<file path="src/verilog/wr_ctrl_pkg.sv">
package wr_ctrl_pkg;

    // stream word layout
    localparam int TAG_W = 4;
    localparam int PAYLOAD_W = 128;

    // memory side widths
    // app address is the burst address in units of 8 byte lanes
    localparam int ADDR_W = 23;
    localparam int MEM_ADDR_W = 26;

    // burst and address counters, also the total burst count width
    localparam int COUNT_W = 24;
    // how far data may run ahead of its addresses
    localparam int THROTTLE_W = 5;

    // waveform header fields
    localparam int HDR_ADDR_LSB = 29;
    localparam int HDR_CNT_W = 11;

    // tags carried in the upper nibble of each stream word
    typedef enum logic [TAG_W-1:0] {
        TAG_FILL = 4'd1,
        TAG_WFM  = 4'd2,
        TAG_CKSM = 4'd4
    } tag_e;

    typedef enum logic [3:0] {
        IDLE,
        TST_TAG,
        SYNC_ERR,
        INIT_FILL,
        WRITE_FILL,
        INIT_WFM,
        WRITE_WFM,
        INIT_CKSM,
        WRITE_CKSM,
        WRITE_HDR,
        DONE
    } seq_state_e;

    // counter load request from the sequencer to the burst engine
    typedef enum logic [1:0] {
        LOAD_NONE,
        LOAD_FILL,
        LOAD_WFM,
        LOAD_CKSM
    } load_op_e;

    // tag kept as plain bits so that out-of-sync words can be carried
    typedef struct packed {
        logic [TAG_W-1:0]     tag;
        logic [PAYLOAD_W-1:0] payload;
    } fifo_word_t;

    typedef struct packed {
        logic [COUNT_W-1:0]   total_count;
        logic [PAYLOAD_W-1:0] payload;
    } fill_header_t;

endpackage

</file>
<file path="src/verilog/tag_sequencer.sv">
module tag_sequencer (
    input  logic                            clk,
    input  logic                            reset,
    input  logic                            acq_enabled,
    input  logic                            acq_done,
    input  logic                            fifo_empty,
    input  wr_ctrl_pkg::fifo_word_t         fifo_word,
    input  logic [wr_ctrl_pkg::COUNT_W-1:0] calc_total_burst_count,
    input  logic                            segment_done,
    output wr_ctrl_pkg::load_op_e           load_op,
    output logic                            writing,
    output wr_ctrl_pkg::fill_header_t       fill_header,
    output logic                            fill_header_wr_en,
    output logic                            wr_sync_err,
    output logic                            wr_done
);
    import wr_ctrl_pkg::*;

    seq_state_e state;
    seq_state_e next_state;
    logic       acq_done_sync1;
    logic       acq_done_sync2;

    // acq_done comes from the acquisition machine, two flops before use
    always_ff @(posedge clk) begin
        acq_done_sync1 <= acq_done;
        acq_done_sync2 <= acq_done_sync1;
    end

    always_comb begin
        next_state = state;
        case (state)
            // FIFO is fall-through, so not empty means the head word is valid
            IDLE: begin
                if (!fifo_empty) begin
                    next_state = TST_TAG;
                end
            end
            TST_TAG: begin
                case (fifo_word.tag)
                    TAG_FILL: next_state = INIT_FILL;
                    TAG_WFM:  next_state = INIT_WFM;
                    TAG_CKSM: next_state = INIT_CKSM;
                    // lost word alignment in the stream
                    default:  next_state = SYNC_ERR;
                endcase
            end
            // stuck here until reset or enable drop
            SYNC_ERR:   next_state = SYNC_ERR;
            INIT_FILL:  next_state = WRITE_FILL;
            INIT_WFM:   next_state = WRITE_WFM;
            INIT_CKSM:  next_state = WRITE_CKSM;
            WRITE_FILL: begin
                if (segment_done) begin
                    next_state = WRITE_HDR;
                end
            end
            WRITE_WFM, WRITE_CKSM: begin
                if (segment_done) begin
                    next_state = IDLE;
                end
            end
            WRITE_HDR:  next_state = DONE;
            DONE: begin
                if (acq_done_sync2) begin
                    next_state = IDLE;
                end
            end
            default:    next_state = IDLE;
        endcase
    end

    // state register and registered strobes
    always_ff @(posedge clk) begin
        if (reset || !acq_enabled) begin
            state             <= IDLE;
            load_op           <= LOAD_NONE;
            fill_header_wr_en <= 1'b0;
            wr_sync_err       <= 1'b0;
            wr_done           <= 1'b0;
        end else begin
            state <= next_state;
            // load request is valid during the INIT state itself
            case (next_state)
                INIT_FILL: load_op <= LOAD_FILL;
                INIT_WFM:  load_op <= LOAD_WFM;
                INIT_CKSM: load_op <= LOAD_CKSM;
                default:   load_op <= LOAD_NONE;
            endcase
            // push lands one cycle after the header state
            fill_header_wr_en <= (state == WRITE_HDR);
            wr_sync_err       <= (next_state == SYNC_ERR);
            // drops as soon as the synced acq_done is seen
            wr_done           <= (state == DONE) && (next_state == DONE);
        end
    end

    // header payload from the FIFO head while the tag is tested
    // total count appended as the fill segment completes
    always_ff @(posedge clk) begin
        if (state == TST_TAG && fifo_word.tag == TAG_FILL) begin
            fill_header.payload <= fifo_word.payload;
        end
        if (state == WRITE_FILL && segment_done) begin
            fill_header.total_count <= calc_total_burst_count;
        end
    end

    assign writing = (state == WRITE_FILL) || (state == WRITE_WFM) || (state == WRITE_CKSM);

endmodule

</file>
<file path="src/verilog/burst_engine.sv">
module burst_engine (
    input  logic                               clk,
    input  logic                               reset,
    input  wr_ctrl_pkg::load_op_e              load_op,
    input  logic                               writing,
    input  wr_ctrl_pkg::fifo_word_t            fifo_word,
    input  logic                               fifo_empty,
    input  logic                               wdf_rdy,
    input  logic                               app_rdy,
    output logic                               segment_done,
    output logic                               wdf_wren,
    output logic                               fifo_rd_en,
    output logic                               app_en,
    output logic [wr_ctrl_pkg::MEM_ADDR_W-1:0] app_addr
);
    import wr_ctrl_pkg::*;

    logic [ADDR_W-1:0]     addr_gen;
    logic [COUNT_W-1:0]    addr_cnt;
    logic [COUNT_W-1:0]    burst_cnt;
    logic [COUNT_W-1:0]    seg_len;
    logic [THROTTLE_W-1:0] throttle;
    logic                  data_accept;
    logic                  addr_accept;
    logic                  addr_cnt_zero;
    logic                  burst_cnt_zero;
    logic                  throttle_full;

    assign data_accept = wdf_wren && wdf_rdy;
    assign addr_accept = app_en && app_rdy;

    // waveform segment is the header word plus the data bursts it announces
    assign seg_len = COUNT_W'(fifo_word.payload[HDR_CNT_W-1:0]) + COUNT_W'(1);

    // burst address generator
    // fill starts at 0, waveform from its header, checksum just continues
    always_ff @(posedge clk) begin
        if (reset) begin
            addr_gen <= '0;
        end else if (load_op == LOAD_FILL) begin
            addr_gen <= '0;
        end else if (load_op == LOAD_WFM) begin
            addr_gen <= fifo_word.payload[HDR_ADDR_LSB +: ADDR_W];
        end else if (addr_accept) begin
            addr_gen <= addr_gen + 1'b1;
        end
    end

    // burst_cnt counts data beats still to send, addr_cnt addresses still to send
    always_ff @(posedge clk) begin
        if (reset) begin
            burst_cnt <= '0;
            addr_cnt  <= '0;
        end else begin
            case (load_op)
                LOAD_FILL, LOAD_CKSM: begin
                    burst_cnt <= COUNT_W'(1);
                    addr_cnt  <= COUNT_W'(1);
                end
                LOAD_WFM: begin
                    burst_cnt <= seg_len;
                    addr_cnt  <= seg_len;
                end
                default: begin
                    if (data_accept) begin
                        burst_cnt <= burst_cnt - 1'b1;
                    end
                    if (addr_accept) begin
                        addr_cnt <= addr_cnt - 1'b1;
                    end
                end
            endcase
        end
    end

    assign burst_cnt_zero = (burst_cnt == '0);
    assign addr_cnt_zero  = (addr_cnt == '0);
    assign segment_done   = burst_cnt_zero && addr_cnt_zero;

    // throttle = data beats accepted whose address is not yet accepted
    // a fresh segment always starts balanced
    always_ff @(posedge clk) begin
        if (reset || load_op != LOAD_NONE) begin
            throttle <= '0;
        end else if (data_accept && !addr_accept) begin
            throttle <= throttle + 1'b1;
        end else if (addr_accept && !data_accept) begin
            throttle <= throttle - 1'b1;
        end
    end

    // hold data back before the counter would wrap
    assign throttle_full = &throttle;

    assign wdf_wren   = writing && !fifo_empty && !burst_cnt_zero && !throttle_full;
    // pop the head in the same cycle its beat is taken
    assign fifo_rd_en = data_accept;
    // an address is only offered once its data has gone
    assign app_en     = writing && (throttle != '0) && !addr_cnt_zero;

    // memory side addresses 8 lanes per burst
    assign app_addr = {addr_gen, {(MEM_ADDR_W - ADDR_W){1'b0}}};

endmodule

</file>
<file path="src/verilog/ddr3_wr_control.sv">
module ddr3_wr_control (
    input  logic                              clk,
    input  logic                              reset,
    // acquisition control and status
    input  logic                              acq_enabled,
    input  logic                              acq_done,
    input  logic [wr_ctrl_pkg::COUNT_W-1:0]   calc_total_burst_count,
    output logic                              wr_sync_err,
    output logic                              wr_done,
    // first-word-fall-through input FIFO
    input  wr_ctrl_pkg::fifo_word_t           fifo_word,
    input  logic                              fifo_empty,
    output logic                              fifo_rd_en,
    // memory data channel
    output logic                              wdf_wren,
    output logic [wr_ctrl_pkg::PAYLOAD_W-1:0] wdf_data,
    input  logic                              wdf_rdy,
    // memory address channel
    output logic                              app_en,
    output logic [wr_ctrl_pkg::MEM_ADDR_W-1:0] app_addr,
    input  logic                              app_rdy,
    // fill-header FIFO write side
    output wr_ctrl_pkg::fill_header_t         fill_header,
    output logic                              fill_header_wr_en
);
    import wr_ctrl_pkg::*;

    load_op_e load_op;
    logic     writing;
    logic     segment_done;

    // data beats come straight off the FIFO head, tag stripped
    assign wdf_data = fifo_word.payload;

    tag_sequencer i_tag_sequencer (
        .clk                    (clk),
        .reset                  (reset),
        .acq_enabled            (acq_enabled),
        .acq_done               (acq_done),
        .fifo_empty             (fifo_empty),
        .fifo_word              (fifo_word),
        .calc_total_burst_count (calc_total_burst_count),
        .segment_done           (segment_done),
        .load_op                (load_op),
        .writing                (writing),
        .fill_header            (fill_header),
        .fill_header_wr_en      (fill_header_wr_en),
        .wr_sync_err            (wr_sync_err),
        .wr_done                (wr_done)
    );

    burst_engine i_burst_engine (
        .clk          (clk),
        .reset        (reset),
        .load_op      (load_op),
        .writing      (writing),
        .fifo_word    (fifo_word),
        .fifo_empty   (fifo_empty),
        .wdf_rdy      (wdf_rdy),
        .app_rdy      (app_rdy),
        .segment_done (segment_done),
        .wdf_wren     (wdf_wren),
        .fifo_rd_en   (fifo_rd_en),
        .app_en       (app_en),
        .app_addr     (app_addr)
    );

endmodule

</file>
<file path="config.mk">
export PLATFORM = sky130hd
export DESIGN_NAME = ddr3_wr_control
export DESIGN_NICKNAME = d
export VERILOG_FILES = /design/src/verilog/wr_ctrl_pkg.sv /design/src/verilog/tag_sequencer.sv /design/src/verilog/burst_engine.sv /design/src/verilog/ddr3_wr_control.sv
export SDC_FILE = /design/constraint.sdc
export NUM_CORES = 1
export LEC_CHECK = 0
export ABC_AREA = 1
export BUFFER_PORTS_ARGS = -buffer_cell sky130_fd_sc_hd__buf_2
export CORE_AREA = 2 2 187 189
export DETAILED_ROUTE_END_ITERATION = 10
export DIE_AREA = 0 0 189 191
export PLACE_DENSITY = 0.59
export SKIP_LAST_GASP = 1
export SLEW_MARGIN = 20
export SYNTH_ARGS = -nofsm -noshare
export SYNTH_HDL_FRONTEND = slang
export SYNTH_SLANG_ARGS = --single-unit
</file>
<file path="constraint.sdc">
create_clock -name clk -period 9.1 [get_ports clk]
set_input_delay 0.91 -clock clk [delete_from_list [all_inputs] [get_ports clk]]
set_output_delay 0.91 -clock clk [all_outputs]
set_load 0.02 [all_outputs]
</file>
==> out/results.tsv, run 1 <==
metric	value	unit
synthSimpleGateAreaFrac	24.6	%
synthCells	1340	
cts_tree	built	
fin_area	14500	µm²
mostFrequentLayoutCell	buf_2	
grt_setup_unrepaired	no	
cp_slowest_cell	dfxtp_1	
syn_to_final_growth	23.5	%
drt_pass1_iterations	7	
gp_congestion	0.921	
grt_max_degree	79	
power_density	181	nW/µm²
tightest_slew	978	ps
hold_class	register to register	
setup_viol	0	
syn_area	11700	µm²
layout_min_cycle_time	3210	ps
io_buffers	471	
ir_drop	0.000124	V
finClkSkew	16.3	ps
timing.final.crit_share	35.3	%
die-area	36100	µm²
synth.distinct_cells	42	
synth_mux_area_share	0	%
dpl_cell_area	13600	µm²
antenna_found_initial	4	
hpwlAfterDp	29900	µm
core	34100	µm²
grt_overflow	0	
maxCapViolCount	0	
final.setup.worst_slack	5890	ps
ios	475	
dp_slack	5760	ps
min_path_cells	0	
clkTransAtPathRegs	60	ps
synth_warnings	0	
wirelength	38400	µm
grt_pass1_wl	55800	µm
synth.yosys.seq_area_share	53.7	%
slew_headroom	34.8	%
layout_common_cells	buf_2 (471), nand2_1 (285), nor2_1 (236)	
endpoint_kind	output pin	
synth_compound_gate_area_share	5.76	%
synth_edf_count	152	
die_h	191	µm
cts_root_buf	clkbuf_16	
grt_pass1_vias	9261	
hold_viol	0	
hp-start	i_tag_sequencer.acq_done_sync1	
numCtsBuffers	27	
worstHoldEndpoint	i_tag_sequencer.acq_done_sync2	
crit_chain	inv_1 > ha_1 > nand2_1 > nor2_4 > nand3_2 > nand3_2 > inv_1 > buf_2	
worstSetupPathType	register to output pin	
regToRegSetupSlack	5990	ps
syn_avg_cell_area	8.77	µm²
postSynth.asyncResetShare	0	%
cts_max_path_buffers	3	
fin_nets	1860	
r2r-end	i_burst_engine.throttle[4]	
cts-resized-gates	0	
register_area	6310	µm²
crit_fanout	15	
die_w	189	µm
crit_family	simple AND/OR/NAND/NOR gates	
slowest_delay	370	ps
multi_input_area	3900	µm²
fmax	311	MHz
ys_ff_latch	239	
drc	0	
cp.arrival	2300	ps
fp-row-count	68	
synth_top_family_by_area	simple AND/OR/NAND/NOR gates	
path_buf_inv	3	
dr.first_iter.drc_count	814	
initial_utilization	34.4	%
cts_sinks	239	
fill_cells	3416	
grt_usage	20.2	%
finalMaxSlewViolations	0	
htreeDepth	1	
ant_nets	0	
cts_setup_buffers	0	
dr_total_vias	10100	
drive_above_1_share	33.4	%
ff2ff_path_depth	18	
avgViaCountPerCell	4.66	
synth_xor_area_share	1.64	%
synth_adder_area_share	1.13	%
tns	0	ps
final_util	42.5	%
p_leak	6.58	nW
wl_per_cell	17.8	µm
worst-endpoint-required	8190	ps
ys.flop_type	edfxtp_1	
clock_latency	540	ps
holdBufCountCts	0	
timing.rr.start	i_burst_engine.burst_cnt[0]	
status	finished clean	
critPathLaunchType	register	
-- power by group --
part           switching [mW]  internal, mW  total, mW
Combinational           0.195        0.0962      0.291
Sequential            0.00645          1.16       1.17
Clock                   0.449         0.713       1.16
-- synthesized netlist by cell type (all sizes together) (2+ instances only) --
cell    number  area (µm²)
nor3        13        65.1
buf        144        1100
xor2        14         123
a21oi       58         320
a31oi        3        18.8
xnor2        8        70.1
dfxtp       87        1740
or2         10        62.6
o21bai       3        22.5
inv        104         393
clkbuf      14        52.6
edfxtp     152        4560
nand4       24         150
o22ai        2        12.5
o21ai       56         280
nand3       86         463
nand2      298        1160
nor2       246         963
ha           9         113
-- cell families (layout without fill, tap and decap cells) --
group                    count (synthesis)  after routing
XOR/XNOR                                22             22
other                                    1              5
flip-flops                             239            239
buffers and inverters                  263            627
AND/OR/NAND/NOR                        680            680
AO/OA/AOI/OAI                          125            125
adder cells (fa/ha/maj)                 10             10
-- registers in the layout, indices dropped and copies added (netlist names) --
name                               cells
i_tag_sequencer.fill_header          152
i_burst_engine.addr_cnt               24
i_burst_engine.burst_cnt              24
i_burst_engine.addr_gen               23
i_burst_engine.throttle                5
i_tag_sequencer.state                  4
i_tag_sequencer.load_op                2
i_tag_sequencer.acq_done_sync1         1
i_tag_sequencer.acq_done_sync2         1
i_tag_sequencer.fill_header_wr_en      1
i_tag_sequencer.wr_done                1
i_tag_sequencer.wr_sync_err            1
-- worst register-to-register path, delay by kind of cell (launching register included) --
family                     cells  cell delay (ps)
AOI/OAI and AO/OA              2              300
buffers and inverters          3              400
and+or+nand+nor               10             1100
adders and majority gates      3              850
DFF                            1              370
-- area by class of cell --
type / instances / area share (%)
tap: 455 / 3.92
antenna: 2 / 0.0345
inverter: 105 / 2.77
sequential: 239 / 43.5
multi-input combinational: 840 / 26.9
timing repair buffer: 474 / 16.4
clock buffer: 34 / 5.05
clock inverter: 14 / 1.47
-- routing by layer --
metal	track usage, %	part of all wire (%)
met2	32.7	46
met5	0	0.034
met4	3.94	1.7
met3	4.99	8.3
met1	27.6	44
-- worst max path at each step --
stage	startpoint	end	slack, ps	cells after the start
floorplan	fifo_word[129]	i_tag_sequencer.load_op[1]	4870	9
global placement	fifo_empty	i_burst_engine.throttle[4]	5830	16
detailed placement	fifo_empty	i_burst_engine.throttle[4]	5760	16
CTS	i_burst_engine.burst_cnt[0]	fifo_rd_en	5870	8
global route	i_burst_engine.burst_cnt[0]	i_burst_engine.throttle[4]	5680	18
finish	i_burst_engine.burst_cnt[0]	fifo_rd_en	5890	8
-- metrics by stage --
| step | std cells | hold WS (ps) | power, mW |
|---|---|---|---|
| global route | 2161 | 346 | 2.72 |
| global placement | 2113 | 312 | 1.48 |
| detailed placement | 2113 | 315 | 1.48 |
| floorplan | 1342 | 310 | 1.40 |
| finish | 2163 | 327 | 2.62 |
| CTS | 2161 | 329 | 2.64 |
Note: power is estimated with default switching activity, not from simulation.
==> run 2: changes to the inputs <==
ABC_AREA = 0   (was 1)
CORE_AREA = 2 2 185 187   (was 2 2 187 189)
DIE_AREA = 0 0 187 189   (was 0 0 189 191)
clock period = 2.8 ns   (was 9.1 ns; I/O delays follow)
==> run 2 against run 1 <==
Compared with the run above: the run now ends with negative setup slack left; total power increased to 3.3 times the previous value; die area decreased by 2.1%; sequential cell count unchanged; cell count decreased by 10%; critical path depth increased by 6; clock power increased to 3.3 times the previous value; clock-buffer cell count decreased by 1; register-to-register slack got worse by 6000 ps; setup slack got worse by 5900 ps; largest power group is now the clock network.
==> out/results.tsv, run 2 <==
metric	value	unit	change
status	finished, violations left		
violations	negative setup slack		
top_regs	i_tag_sequencer.fill_header x152, i_burst_engine.addr_cnt x24, i_burst_engine.burst_cnt x24		
clkTransAtPathRegs	60	ps	about the same
layout_min_cycle_time	2820	ps	
grt_usage	22.2	%	+2.0 points
yosys-top-cells-area	edfxtp_1 (43%), dfxtp_1 (16%), buf_4 (9.6%)		
timing.critical_path.mode_cell	ha_4		
avgViaCountPerCell	4.85		+4.2%
drc	0		unchanged
numCtsBuffers	28		+3.7%
p_switching	2.19	mW	+240%
synthCells	921		-31%
critPathLaunchType	register		
setup_viol	1		+1
grt_pass1_wl	58700	µm	+5.2%
dr_total_vias	9427		-6.4%
slowest_delay	540	ps	+170 ps
tightest_slew	717	ps	-261 ps
gp_congestion	0.891		-3.3%
fp-row-count	67		-1.5%
cp.arrival	3240	ps	+940 ps
grt_max_degree	47		-41%
fin_nets	1642		-12%
wirelength	41300	µm	+7.5%
grt_pass1_vias	8994		-2.9%
htreeDepth	1		unchanged
synth_top_area_share	43.2	%	+4.4 points
antenna_found_initial	8		+4
power_density	566	nW/µm²	+210%
fill_cells	3052		-11%
drive_above_1_share	41.4	%	+8.0 points
largest_register	i_tag_sequencer.fill_header		
syn_area	10600	µm²	-10%
hpwlAfterDp	31300	µm	+4.8%
synth.yosys.seq_area_share	59.7	%	+6.0 points
maxCapViolCount	0		unchanged
crit_chain	or4_4 > nor3_4 > nand3b_4 > nand2_8 > inv_8 > ha_4 > inv_2 > ha_4 > nor2b_1 > o21a_1 > or3_1 > a21oi_2 > xnor2_1 > nor2_1		
slew_headroom	51.9	%	+17 points
cts_max_path_buffers	3		unchanged
synth_common_cells	edfxtp_1 (152), buf_4 (135), dfxtp_1 (87)		
layout_common_cells	buf_2 (471), edfxtp_1 (152), dlygate4sd3_1 (137)		
drt_pass1_iterations	5		-2
clock_latency	550	ps	about the same
combPwrFrac	12.7	%	+1.6 points
dr.first_iter.drc_count	814		unchanged
whs	12.7	ps	-314 ps
postSynth.asyncResetShare	0	%	unchanged
die_w	187	µm	-1.1%
finalMaxSlewViolations	0		unchanged
worstSetupPathType	register to register		
cts_tree	built		
initial_utilization	31.7	%	-2.7 points
p_int	6.50	mW	+230%
syn_to_final_growth	45.5	%	
ant_nets	0		unchanged
finClkSkew	16.8	ps	+0.508 ps
synth_edf_count	152		unchanged
timing.final.crit_share	101	%	
tns	-16.7	ps	-16.7 ps
ys.flop_type	edfxtp_1		
wl_per_cell	21.3	µm	+20%
p_leak	6.46	nW	-1.8%
core	33300	µm²	-2.5%
clkPwrFrac	43.8	%	-0.6 points
ios	475		unchanged
worst-endpoint-required	3220	ps	-4970 ps
fmax	355	MHz	
swShare	25.2	%	+0.37 points
grt_overflow	0		unchanged
ir_drop	0.000422	V	+240%
final.setup.worst_slack	-16.7	ps	-5910 ps
synth.most_common_cell	edfxtp_1		
hold_viol	0		unchanged
mostFrequentLayoutCell	buf_2		
grt_setup_unrepaired	yes		
syn_avg_cell_area	11.5	µm²	+31%
cts_root_buf	clkbuf_16		
crit_fanout	4		-11
die_h	189	µm	-1.0%
synth_area_leader_cell	edfxtp_1		
die-area	35300	µm²	-2.1%
cp_slowest_cell	or4_4		
io_buffers	471		unchanged
cts_sinks	239		unchanged
ys_ff_latch	239		unchanged
synth_warnings	0		unchanged
largest_reg_flops	152		unchanged
synth.distinct_cells	71		+69%
endpoint_kind	register		
hold_class	primary input to register		
p_seq_share	43.5	%	-1.0 points
## run 2: cell types whose count changed after synthesis, moves of 18 or more
cell,previous run,this run
nand2_1,285,36
inv_1,97,18
nand3_1,81,30
nor2_1,236,60
nor4_1,0,18
or3_1,0,19
a21oi_1,50,69
## run 2: worst paths after layout
path,start,to,slack (ps),cells past startpoint
min,fifo_word[1],i_tag_sequencer.fill_header[1],10,1
max reg2reg,i_burst_engine.burst_cnt[18],i_burst_engine.throttle[4],-20,14
max,i_burst_engine.burst_cnt[18],i_burst_engine.throttle[4],-20,14
min reg2reg,i_tag_sequencer.acq_done_sync1,i_tag_sequencer.acq_done_sync2,330,0
## run 2: area by class of cell
cell class	instances	area [µm²]	share of cell area [%]
flip-flops and latches	239	6310	41.0
multi-input cells	502	3160	20.6
clock inverters	19	216	1.41
repair buffers	678	4280	27.9
well taps	448	561	3.65
clock buffers	33	751	4.89
inverters	20	82.6	0.538
diodes	4	10.0	0.0652
## run 2: worst max-delay path, delay by kind of cell, from the launching register on
kind,cells,cell delay (ps)
XOR/XNOR,1,120
AND/OR/NAND/NOR,7,1490
AO/OA/AOI/OAI,2,310
flip-flops,1,310
adder cells (fa/ha/maj),2,360
buffers and inverters,2,110
## run 2: logic make-up after synthesis
logic type | share of synthesized area, %
and+or+nand+nor | 14.3
other | 0.0355
adders and majority gates | 1.26
muxes | 0.0948
buffers and inverters | 11.4
DFF | 59.7
AOI/OAI and AO/OA | 9.80
xor gates and xnor gates | 3.32
## run 2: per-layer routing
layer / vias to the layer above / track usage (%) / part of all wire, %
li1: 4363 / - / -
met1: 4578 / 28.3 / 40
met2: 408 / 37.0 / 49
met3: 72 / 5.32 / 8.0
met4: 6 / 7.26 / 2.8
met5: - / 0 / 0.099
## run 2: repair_timing
action,4_1_cts,5_1_grt
endpoints found under the hold margin,136,1
buffers inserted,0,0
setup endpoints to repair,1,2
hold buffers,136,1
resized for setup,0,3
## run 2: through the flow
step	power (mW)	std cells	area, µm²	utilization, %	worst slack [ps]
floorplan	4.45	923	10700	-	-2630
global placement	4.78	1750	13000	39.1	-24.6
detailed placement	4.78	1750	13000	39.1	-57.1
CTS	8.74	1938	15300	46.1	-54.0
global route	8.98	1943	15400	46.2	-150
finish	8.70	1943	15400	46.2	-16.7
## run 2: power groups by stage
stage               Sequential [mW]  Combinational [mW]  Clock [mW]
floorplan                      3.87               0.581           0
global placement               3.86               0.918           0
detailed placement             3.86               0.923           0
CTS                            3.79                1.09        3.87
global route                   3.79                1.17        4.03
finish                         3.79                1.10        3.81
